<file path="src/rtl/cpu_pkg.sv">
package cpu_pkg;

  localparam int xlen = 32;
  localparam int reg_count = 32;
  localparam int reg_addr_width = $clog2(reg_count);
  localparam int dmem_words = 256;
  localparam int dmem_index_width = $clog2(dmem_words);

  localparam logic [xlen-1:0] reset_pc = '0;
  // addi x0, x0, 0
  localparam logic [31:0] nop_instruction = 32'h0000_0013;

  // major opcodes
  localparam logic [6:0] opcode_op = 7'b0110011;
  localparam logic [6:0] opcode_op_imm = 7'b0010011;
  localparam logic [6:0] opcode_lui = 7'b0110111;
  localparam logic [6:0] opcode_load = 7'b0000011;
  localparam logic [6:0] opcode_store = 7'b0100011;
  localparam logic [6:0] opcode_branch = 7'b1100011;
  localparam logic [6:0] opcode_jal = 7'b1101111;
  localparam logic [6:0] opcode_jalr = 7'b1100111;

  localparam logic [6:0] funct7_base = 7'b0000000;
  localparam logic [6:0] funct7_alt = 7'b0100000;

  typedef enum logic [2:0] {
    alu_add, alu_sub, alu_and, alu_or, alu_xor, alu_slt, alu_pass_b
  } alu_op_t;

  typedef enum logic [2:0] {
    branch_none, branch_beq, branch_bne, branch_blt, branch_bge, branch_jal, branch_jalr
  } branch_type_t;

  typedef enum logic {
    retire_reg_write, retire_store
  } retire_kind_t;

  typedef struct packed {
    logic [reg_addr_width-1:0] rs1;
    logic [reg_addr_width-1:0] rs2;
    logic [reg_addr_width-1:0] rd;
    logic [xlen-1:0] immediate;
    alu_op_t alu_op;
    logic alu_use_rs2;
    logic reg_write;
    logic mem_read;
    logic mem_write;
    branch_type_t branch_type;
  } decoded_t;

  typedef struct packed {
    logic valid;
    logic [xlen-1:0] pc;
    logic [31:0] instruction;
  } if_id_t;

  typedef struct packed {
    logic valid;
    logic [xlen-1:0] pc;
    decoded_t decoded;
    logic [xlen-1:0] rs1_data;
    logic [xlen-1:0] rs2_data;
  } id_ex_t;

  typedef struct packed {
    logic valid;
    logic [xlen-1:0] result;
    logic [xlen-1:0] store_data;
    logic [reg_addr_width-1:0] rd;
    logic reg_write;
    logic mem_read;
    logic mem_write;
  } ex_mem_t;

  typedef struct packed {
    logic valid;
    logic [reg_addr_width-1:0] rd;
    logic reg_write;
    logic [xlen-1:0] data;
  } mem_wb_t;

  typedef struct packed {
    logic valid;
    retire_kind_t kind;
    logic [reg_addr_width-1:0] rd;
    logic [xlen-1:0] addr;
    logic [xlen-1:0] data;
  } retire_t;

endpackage

</file>
<file path="src/rtl/decoder.sv">
`timescale 1ns/1ps

module decoder (
  input logic [31:0] instruction,
  output cpu_pkg::decoded_t decoded
);

  logic [6:0] opcode;
  logic [2:0] funct3;
  logic [6:0] funct7;
  logic [cpu_pkg::xlen-1:0] imm_i;
  logic [cpu_pkg::xlen-1:0] imm_s;
  logic [cpu_pkg::xlen-1:0] imm_b;
  logic [cpu_pkg::xlen-1:0] imm_u;
  logic [cpu_pkg::xlen-1:0] imm_j;

  assign opcode = instruction[6:0];
  assign funct3 = instruction[14:12];
  assign funct7 = instruction[31:25];

  // sign extended immediate formats
  assign imm_i = {{20{instruction[31]}}, instruction[31:20]};
  assign imm_s = {{20{instruction[31]}}, instruction[31:25], instruction[11:7]};
  assign imm_b = {{19{instruction[31]}}, instruction[31], instruction[7],
                  instruction[30:25], instruction[11:8], 1'b0};
  assign imm_u = {instruction[31:12], 12'b0};
  assign imm_j = {{11{instruction[31]}}, instruction[31], instruction[19:12],
                  instruction[20], instruction[30:21], 1'b0};

  always_comb begin
    // anything not matched below stays a no-op
    decoded = '0;
    decoded.rs1 = instruction[19:15];
    decoded.rs2 = instruction[24:20];
    decoded.rd = instruction[11:7];

    case (opcode)
      cpu_pkg::opcode_op: begin
        decoded.alu_use_rs2 = 1'b1;
        decoded.reg_write = 1'b1;
        case ({funct7, funct3})
          {cpu_pkg::funct7_base, 3'b000}: decoded.alu_op = cpu_pkg::alu_add;
          {cpu_pkg::funct7_alt, 3'b000}: decoded.alu_op = cpu_pkg::alu_sub;
          {cpu_pkg::funct7_base, 3'b111}: decoded.alu_op = cpu_pkg::alu_and;
          {cpu_pkg::funct7_base, 3'b110}: decoded.alu_op = cpu_pkg::alu_or;
          {cpu_pkg::funct7_base, 3'b100}: decoded.alu_op = cpu_pkg::alu_xor;
          {cpu_pkg::funct7_base, 3'b010}: decoded.alu_op = cpu_pkg::alu_slt;
          default: decoded.reg_write = 1'b0;
        endcase
      end
      cpu_pkg::opcode_op_imm: begin
        decoded.immediate = imm_i;
        decoded.reg_write = 1'b1;
        case (funct3)
          3'b000: decoded.alu_op = cpu_pkg::alu_add;
          3'b111: decoded.alu_op = cpu_pkg::alu_and;
          3'b110: decoded.alu_op = cpu_pkg::alu_or;
          3'b100: decoded.alu_op = cpu_pkg::alu_xor;
          3'b010: decoded.alu_op = cpu_pkg::alu_slt;
          default: decoded.reg_write = 1'b0;
        endcase
      end
      cpu_pkg::opcode_lui: begin
        decoded.immediate = imm_u;
        decoded.alu_op = cpu_pkg::alu_pass_b;
        decoded.reg_write = 1'b1;
      end
      cpu_pkg::opcode_load: begin
        // word loads only
        if (funct3 == 3'b010) begin
          decoded.immediate = imm_i;
          decoded.mem_read = 1'b1;
          decoded.reg_write = 1'b1;
        end
      end
      cpu_pkg::opcode_store: begin
        if (funct3 == 3'b010) begin
          decoded.immediate = imm_s;
          decoded.mem_write = 1'b1;
        end
      end
      cpu_pkg::opcode_branch: begin
        decoded.immediate = imm_b;
        case (funct3)
          3'b000: decoded.branch_type = cpu_pkg::branch_beq;
          3'b001: decoded.branch_type = cpu_pkg::branch_bne;
          3'b100: decoded.branch_type = cpu_pkg::branch_blt;
          3'b101: decoded.branch_type = cpu_pkg::branch_bge;
          default: decoded.branch_type = cpu_pkg::branch_none;
        endcase
      end
      cpu_pkg::opcode_jal: begin
        decoded.immediate = imm_j;
        decoded.branch_type = cpu_pkg::branch_jal;
        decoded.reg_write = 1'b1;
      end
      cpu_pkg::opcode_jalr: begin
        if (funct3 == 3'b000) begin
          decoded.immediate = imm_i;
          decoded.branch_type = cpu_pkg::branch_jalr;
          decoded.reg_write = 1'b1;
        end
      end
      default: ;
    endcase
  end

endmodule

</file>
<file path="config.mk">
export PLATFORM = sky130hd
export DESIGN_NAME = decoder
export DESIGN_NICKNAME = d
export VERILOG_FILES = /design/src/rtl/cpu_pkg.sv /design/src/rtl/decoder.sv
export SDC_FILE = /design/constraint.sdc
export NUM_CORES = 1
export LEC_CHECK = 0
export ABC_CLOCK_PERIOD_IN_PS = 2180
export BUFFER_PORTS_ARGS = -buffer_cell sky130_fd_sc_hd__buf_4
export CAP_MARGIN = 20
export CELL_PAD_IN_SITES_DETAIL_PLACEMENT = 0
export CELL_PAD_IN_SITES_GLOBAL_PLACEMENT = 1
export CORE_MARGIN = 3
export CORE_UTILIZATION = 23
export DETAILED_ROUTE_END_ITERATION = 16
export GPL_ROUTABILITY_DRIVEN = 0
export PLACE_DENSITY = 0.93
export SLEW_MARGIN = 20
export SYNTH_ARGS = -nofsm -noshare
export SYNTH_HDL_FRONTEND = slang
export SYNTH_SLANG_ARGS = --single-unit
</file>
<file path="constraint.sdc">
create_clock -name vclk -period 2.18
set_input_delay 0.327 -clock vclk [all_inputs]
set_output_delay 0.327 -clock vclk [all_outputs]
set_load 0.01 [all_outputs]
</file>
# Word-level counts from Yosys, hierarchy flattened
# Index checks and enable logic that the tools add are counted.
[word_totals]
inputBits = 32
elab_cells = 43
output_inout_bits = 57
reg_bits = 0
[classes]
eq_ne = 19
reduce_logical = 5
mux = 19
[ops]
columns = ["operator", "count"]
rows = [
  ["32-bit case mux with 7 select lines", 1],
  ["32-bit 2-to-1 mux", 3],
  ["10-bit by 3-bit equality test with 1-bit output, second input constant", 3],
  ["3-bit case mux with 4 select lines", 2],
  ["7-bit by 6-bit equality test with 1-bit output, second input constant", 3],
  ["7-bit equality test, second input constant", 3],
  ["3-bit case mux with 3 select lines", 2],
  ["3-bit case mux with 5 select lines", 1],
  ["3-bit equality test, second input constant", 4],
  ["10-bit by 2-bit equality test with 1-bit output, second input constant", 1],
  ["10-bit by 9-bit equality test with 1-bit output, second input constant", 1],
  ["10-bit logical NOT", 1],
  ["7-bit by 2-bit equality test with 1-bit output, second input constant", 1],
  ["7-bit by 5-bit equality test with 1-bit output, second input constant", 1],
  ["1-bit 2-to-1 mux", 7],
  ["6-bit OR reduction", 1],
  ["1-bit case mux with 5 select lines", 1],
  ["5-bit OR reduction", 1],
  ["3-bit by 1-bit equality test with 1-bit output, second input constant", 1],
  ["3-bit by 2-bit equality test with 1-bit output, second input constant", 1],
  ["3-bit logical NOT", 1],
  ["3-bit 2-to-1 mux", 1],
  ["2-bit 2-to-1 mux", 1],
  ["2-bit OR reduction", 1],
]

# Longest topological paths before layout
# Gate-level depths: netlist of run 1.
[depth]
ltp_word = 4
depth_mapped = 6
ltp_nobuf = 4

# Worst setup path after synthesis of run 1
# OpenSTA, ideal clock, no wires.
[synth_path]
kind = "input port to output port"
from = "input instruction[4]"
to = "output decoded[7] (netlist bit)"
stages = 5
arrival_ps = 1625
n_path_buf = 1
path_slack_ps = 228
path_cell_list = "buf_2 nor4b_4 nand4_1 or4b_1 a21oi_1"
[synth_rtl]
columns = ["item", "line", "rtl"]
rows = [
  ["start: declaration", "decoder.sv:4", "input logic [31:0] instruction,"],
  ["end: declaration", "decoder.sv:5", "output cpu_pkg::decoded_t decoded"],
]

==> impl_metrics.ini, run 1 <==
[route]
firstDrtPassIters = 4
vias = 1233
ant_nets = 0
drc = 0
drt-vias-per-instance = 4.91
wl_mm = 3.35
wire_per_inst_um = 13.3
drtIter0Drc = 45

[synthesis]
ys_warn_count = 0
yosys.area.top_type_share_pct = 17.2
syn_inst = 129
syn_area_um2 = 871
synth_top_cell_by_area = a21o_1
yosys-top-cells-area = a21o_1 (17%), buf_4 (14%), and2_1 (6.5%), a22o_1 (5.0%), a21oi_1 (3.4%)
ys_types = 38
yosysSeqAreaShare_pct = 0
syn_nets = 161
avgSynthCellArea_um2 = 6.75

[sta]
setup-violations-final = 0
fmax_mhz = 467
final.min_clock_period_ns = 2.14
relSlewSlack_pct = 73.4
worstMarginPinSlew_ns = 0.396
slew_viol_final = 0
rsz0062_at_grt = yes
period_share_pct = 98.3
finalHoldViolCount = 0

[setup_path]
crit_required_ns = 1.85
crit_fanout = 3
cp-end-kind = output port
arrival_ns = 1.82
start_kind = input pin
critPathKind = input pin to output port

[grt]
overflow = 0
grt_use_total_pct = 13.6
grt_pass1_vias = 1114
grt_max_degree = 14
grt_pass1_wl_mm = 5.12
antenna_found_initial = 0

[hold_path]
min_path_type = input pin to output port

[floorplanning]
die_h_um = 67.5
dieArea_mm2 = 0.00456
die_w_um = 67.5
rows = 21
core_area_mm2 = 0.00349
io_pins = 89
start_util_pct = 24.9

[final_layout]
final_nets = 239
stdcell_count = 251
drive_gt1_share_pct = 54.1
final_core_util_pct = 44.6
area_growth_pct = 78.9
regArea_um2 = 0
seq_cell_count = 0
final_cell_area_mm2 = 0.00156
diodes = 0
num-fill-cells = 386
clock_buffers = 0

[flow_run]
drv_cap = 0

[power_and_ir_drop]
vdd_drop_max_uv = 38.9
power_density_mw_per_mm2 = 120
leakagePower_nw = 0.935

[place]
dp_hpwl_mm = 2.82
placed_cells = 250
port_buffers = 89
postPlaceCellArea_mm2 = 0.00152

[clocking]
cts_hold_buf = 0

[status]
status = completed
==> critical path: stages <==
cell     delay [ns]
buf_4          0.13
nor4_4         0.26
buf_4          0.15
nand4_1        0.13
or4b_4         0.54
a21oi_2        0.15
buf_4          0.13
==> final timing paths <==
kind,from,to,slack [ns],depth (start not counted)
max,instruction[26],decoded[7],0.04,7
min,instruction[19],decoded[56],0.84,2
==> cells in the final DEF (no fill, tap or decap), types with 2 or more instances in the layout <==
master     instances
nor3_1             3
nor3b_1            3
nor3_2             2
a22o_1             5
nand3_1            3
nand2_1            7
nand4_1            2
a31oi_1            2
nor2_1             8
buf_4            101
o211ai_1           4
o21ai_0            3
o2111ai_1          2
and3_1             2
a21o_1            20
nor4_1             2
inv_1              3
a21oi_1            5
and2_1             9
==> cells in the mapped netlist, types with 2 or more instances <==
library cell and number:
nor3b_1 3, o2111ai_1 2, a21o_1 20, a31oi_1 2, clkbuf_1 2, and2_1 9
nand4_1 2, nand2_1 7, and3_1 2, o21ai_0 3, buf_4 16, nor2b_1 2
a22o_1 5, nand3_1 3, nor4_1 3, o211ai_1 4, nor2_1 8, nor3_1 4
a21oi_1 6, inv_1 3, buf_2 4, buf_1 3
==> power breakdown <==
group | total [mW] | internal [mW] | switching [mW]
clock network | 0 | 0 | 0
logic | 0.186 | 0.0973 | 0.0890
registers | 0 | 0 | 0
==> through the flow <==
step                total power, mW  hold slack (ns)  setup TNS (ns)  setup slack (ns)
CTS                           0.184            0.844               0            0.0142
detailed placement            0.182            0.844               0           0.00573
finish                        0.186            0.843               0            0.0365
global placement              0.181            0.843               0            0.0410
floorplan                    0.0891            0.724               0             0.228
global route                  0.204            0.849         -0.0877           -0.0746
==> what timing repair did <==
item / in CTS / in global routing
buffers inserted: 0 / 1
cloned: 0 / 0
resized for setup: 1 / 5
endpoints found under the setup margin: 1 / 16
pin swaps: 0 / 2
==> layer usage <==
| metal | vias to the layer above | global-route usage (%) | wire length [um] |
|---|---|---|---|
| met1 | 560 | 18.4 | 1490 |
| met5 | - | 0 | 0 |
| met4 | 0 | 1.01 | 25 |
| met2 | 45 | 24.2 | 1610 |
| li1 | 626 | - | - |
| met3 | 2 | 0.998 | 233 |
==> cell type report <==
type                            instances  area (um^2)  share of cell area, %
Timing Repair Buffer                  101          758                   48.7
Tap cell                               46         57.6                   3.69
Multi-Input combinational cell        101          731                   46.9
Inverter                                3         11.3                  0.723
==> kinds of logic after synthesis <==
logic type / after synthesis / share of synthesized area (%)
buffers and inverters: 28 / 19.5
AOI/OAI and AO/OA: 49 / 42.8
and+or+nand+nor: 49 / 34.5
adders and majority gates: 1 / 1.15
xor gates and xnor gates: 2 / 2.01
(Power assumes the default switching activity.)
==> inputs of run 2 (changes only) <==
--- a/config.mk
+++ b/config.mk
@@ -5,16 +5,16 @@
 export SDC_FILE = /design/constraint.sdc
 export NUM_CORES = 1
 export LEC_CHECK = 0
-export ABC_CLOCK_PERIOD_IN_PS = 2180
+export ABC_CLOCK_PERIOD_IN_PS = 1900
 export BUFFER_PORTS_ARGS = -buffer_cell sky130_fd_sc_hd__buf_4
 export CAP_MARGIN = 20
 export CELL_PAD_IN_SITES_DETAIL_PLACEMENT = 0
 export CELL_PAD_IN_SITES_GLOBAL_PLACEMENT = 1
 export CORE_MARGIN = 3
-export CORE_UTILIZATION = 23
+export CORE_UTILIZATION = 21
 export DETAILED_ROUTE_END_ITERATION = 16
 export GPL_ROUTABILITY_DRIVEN = 0
-export PLACE_DENSITY = 0.93
+export PLACE_DENSITY = 0.9
 export SLEW_MARGIN = 20
 export SYNTH_ARGS = -nofsm -noshare
 export SYNTH_HDL_FRONTEND = slang
==> constraint.sdc (replaced) <==
create_clock -name vclk -period 1.9
set_input_delay 0.285 -clock vclk [all_inputs]
set_output_delay 0.285 -clock vclk [all_outputs]
set_load 0.01 [all_outputs]
==> run 2 against run 1 <==
Net effect:
- the flow now finishes with violations (negative setup slack)
- global-route usage down 0.21 points
- worst setup slack worse by 0.091 ns
- via count rose by 5.8%
- die area grew 8.7%
- first-iteration DRC count up 20%
- worst hold slack got worse by 0.085 ns
- power is 37% higher
- critical endpoint unchanged
- final cell count increased by 8.4%
- sequential share of layout area unchanged
- critical path depth did not move
==> impl_metrics.ini, run 2 (synthesis gave the netlist of run 1 again) <==
[status]
status = finished, violations left
violations = negative setup slack

[final_layout]
drive_gt1_share_pct = 61.2
clock_buffers = 0
area_growth_pct = 112
seq_cell_count = 0
stdcell_count = 272
final_nets = 258
layout_commonest_cell = buf_4
final_cell_mix = buf_4 (102), a21o_1 (20), buf_6 (16)
final_core_util_pct = 48.2
regArea_um2 = 0
num-fill-cells = 374
diodes = 0

[sta]
slew_viol_final = 0
period_share_pct = 103
fmax_mhz = 512
final.min_clock_period_ns = 1.95
tns_ns = -0.578
relSlewSlack_pct = 78.7
timing.hold.ws_ns = 0.758
setup_ws_ns = -0.0542
rsz0062_at_grt = yes
worstMarginPinSlew_ns = 0.315
finalHoldViolCount = 0
setup-violations-final = 21

[route]
drtIter0Drc = 54
firstDrtPassIters = 4
drc = 0
vias = 1304
wire_per_inst_um = 14.1
drt-vias-per-instance = 4.79
ant_nets = 0
wl_mm = 3.83

[setup_path]
path_buf_inv = 3
cpPeakStageDelay_ns = 0.51
arrival_ns = 1.67
cpMostUsedCell = buf_4
start_kind = input pin
crit_required_ns = 1.62
critPathKind = input pin to output port
cp-end-kind = output port
crit_fanout = 3
slowest_stage = or4b_1
path_delay_family = simple AND/OR/NAND/NOR gates
crit_chain = buf_6 -> nor4_4 -> buf_4 -> nand4_1 -> or4b_1 -> a21oi_2 -> buf_4

[grt]
grt_use_total_pct = 13.4
antenna_found_initial = 0
grt_pass1_wl_mm = 5.73
grt_max_degree = 14
grt_pass1_vias = 1203
overflow = 0

[place]
placed_cells = 266
port_buffers = 89
dp_hpwl_mm = 2.99

[power_and_ir_drop]
leakagePower_nw = 1.06
vdd_drop_max_uv = 47.2
power_density_mw_per_mm2 = 139

[floorplanning]
rows = 22
die_w_um = 70.4
dieArea_mm2 = 0.00496
io_pins = 89
start_util_pct = 22.8
die_h_um = 70.4
core_area_mm2 = 0.00383

[hold_path]
min_path_type = input pin to output port

[clocking]
cts_hold_buf = 0

[flow_run]
drv_cap = 0
run 2: final cells by class:
type               count  area, um^2  share of cell area (%)
well taps             48        60.1                    3.25
inverters              3        11.3                   0.610
multi-input cells    101         793                    43.0
repair buffers       120         981                    53.2
run 2: timing repair:
action / in CTS / in global routing
endpoints found under the setup margin: 31 / 34
gates cloned: 0 / 1
setup buffers: 2 / 4
resized for setup: 12 / 26
pin swaps: 8 / 12
run 2: worst paths after layout:
kind,from,depth (start not counted),endpoint,slack (ns)
max,instruction[31],7,decoded[7],-0.05
min,instruction[10],2,decoded[45],0.76
run 2: through the flow:
stage | area (um^2) | power (mW) | setup slack [ns]
final | 1850 | 0.256 | -0.0542
after global routing | 1850 | 0.274 | -0.147
after CTS | 1710 | 0.241 | -0.104
after detailed placement | 1640 | 0.229 | -0.218
after global placement | 1640 | 0.227 | -0.195
after floorplan | 871 | 0.102 | 0.0324
run 2: per-layer routing:
layer	global-route usage, %	vias up	share of wire, %
li1	-	658	-
met1	17.1	595	39
met2	25.2	51	53
met3	1.44	0	7.8
met4	0	0	0
met5	0	-	0
run 2: power breakdown:
part	internal, mW	leakage, nW	switching, mW	total, mW
clock	0	0	0	0
combinational	0.139	1.06	0.116	0.256
sequential	0	0	0	0
==> inputs of run 3 (changes only) <==
--- a/config.mk
+++ b/config.mk
@@ -15,6 +15,7 @@
 export DETAILED_ROUTE_END_ITERATION = 16
 export GPL_ROUTABILITY_DRIVEN = 0
 export PLACE_DENSITY = 0.9
+export SKIP_LAST_GASP = 1
 export SLEW_MARGIN = 20
 export SYNTH_ARGS = -nofsm -noshare
 export SYNTH_HDL_FRONTEND = slang
==> run 3 against run 2 <==
Net effect:
- via count up 0.23%
- maximum frequency shrank 0.21%
- critical path type unchanged
- clock-buffer cell count is the same
- critical endpoint unchanged
- worst hold slack unchanged
- largest power group unchanged
- largest cell class unchanged
- the run still ends with negative setup slack left
- power is 0.11% lower
==> impl_metrics.ini, run 3 (synthesis gave the netlist of run 1 again) <==
[route]
wl_mm = 3.83
drtIter0Drc = 56
ant_nets = 0
drt-vias-per-instance = 4.81
drc = 0
dr_wl_met3_um = 276
met1_length_mm = 1.54
vias = 1307
met2_length_mm = 2.02
wire_per_inst_um = 14.1
routed.top_layer = met3
firstDrtPassIters = 4

[final_layout]
layout_commonest_cell = buf_4
area_growth_pct = 111
stdcell_count = 272
final_core_util_pct = 48.0
final_nets = 258
final_cell_area_mm2 = 0.00184
diodes = 0
multi_input_area_um2 = 793
seq_cell_count = 0
drive_gt1_share_pct = 61.2
num-fill-cells = 373
final_cell_mix = buf_4 (104), a21o_1 (20), buf_6 (14)
clock_buffers = 0
regArea_um2 = 0

[place]
placed_cells = 266
port_buffers = 89
place_ws_ns = -0.218
postPlaceCellArea_mm2 = 0.00164
dp_hpwl_mm = 2.99

[sta]
fmax_mhz = 511
relSlewSlack_pct = 78.7
tns_ns = -0.564
finalHoldViolCount = 0
slew_viol_final = 0
final.min_clock_period_ns = 1.96
rsz0062_at_grt = yes
worstMarginPinSlew_ns = 0.315
setup_ws_ns = -0.0583
timing.hold.ws_ns = 0.758
period_share_pct = 103
setup-violations-final = 19

[grt]
antenna_found_initial = 0
grt_pass1_wl_mm = 5.73
grt_pass1_vias = 1203
grt_max_degree = 14
overflow = 0
grt_use_total_pct = 13.4

[floorplanning]
start_util_pct = 22.8
rows = 22
core_area_mm2 = 0.00383
die_h_um = 70.4
dieArea_mm2 = 0.00496
die_w_um = 70.4
io_pins = 89

[setup_path]
arrival_ns = 1.67
crit_fanout = 3
critPathKind = input pin to output port
crit_required_ns = 1.62
start_kind = input pin
cp-end-kind = output port
startpoint = instruction[31]

[hold_path]
min_to = decoded[45]
holdPathStages = 2
min-delay-start = instruction[10]
min_path_type = input pin to output port

[status]
violations = negative setup slack
status = finished, violations left

[power_and_ir_drop]
total_power_mw = 0.255
vdd_drop_max_uv = 47.2
leakagePower_nw = 1.06
power_density_mw_per_mm2 = 139

[flow_run]
drv_cap = 0
## run 3: cell count changes in the layout (fill, tap and decap cells not counted)
cell / change
buf_4: +2
buf_6: -2
## run 3: what timing repair did
item | 4_1_cts | 5_1_grt
cloned | 0 | 1
setup buffers | 2 | 4
setup endpoints to repair | 31 | 34
hold endpoints to repair | 0 | 0
resized for setup | 12 | 24
pin swaps | 8 | 12
hold buffers | 0 | 0
## run 3: worst max-delay path, stage by stage
cell and delay (ns):
buf_6 0.10, nor4_4 0.24, buf_4 0.14, nand4_1 0.13, or4b_1 0.51, a21oi_2 0.14, buf_4 0.13
## run 3: layout make-up
type / count / area share (%)
timing repair buffer: 120 / 53.0
multi-input combinational: 101 / 43.2
tap: 48 / 3.27
inverter: 3 / 0.613
## run 3: worst max path at each step
| stage | endpoint | cells past startpoint | slack, ns |
|---|---|---|---|
| 2_1_floorplan | decoded[7] | 5 | 0.03 |
| 3_3_place_gp | decoded[7] | 7 | -0.19 |
| 3_5_place_dp | decoded[7] | 7 | -0.22 |
| 4_1_cts | decoded[7] | 7 | -0.10 |
| 5_1_grt | decoded[29] | 8 | -0.15 |
| 6_report | decoded[7] | 7 | -0.06 |
## run 3: power breakdown
part	total, mW	internal, mW	switching [mW]
Sequential	0	0	0
Combinational	0.255	0.139	0.116
Clock	0	0	0
Total	0.255	0.139	0.116
## run 3: per-layer routing
metal | vias to the layer above | global-route usage, %
met2 | 42 | 25.2
met1 | 606 | 17.1
li1 | 659 | -
met4 | 0 | 0
met5 | - | 0
met3 | 0 | 1.44
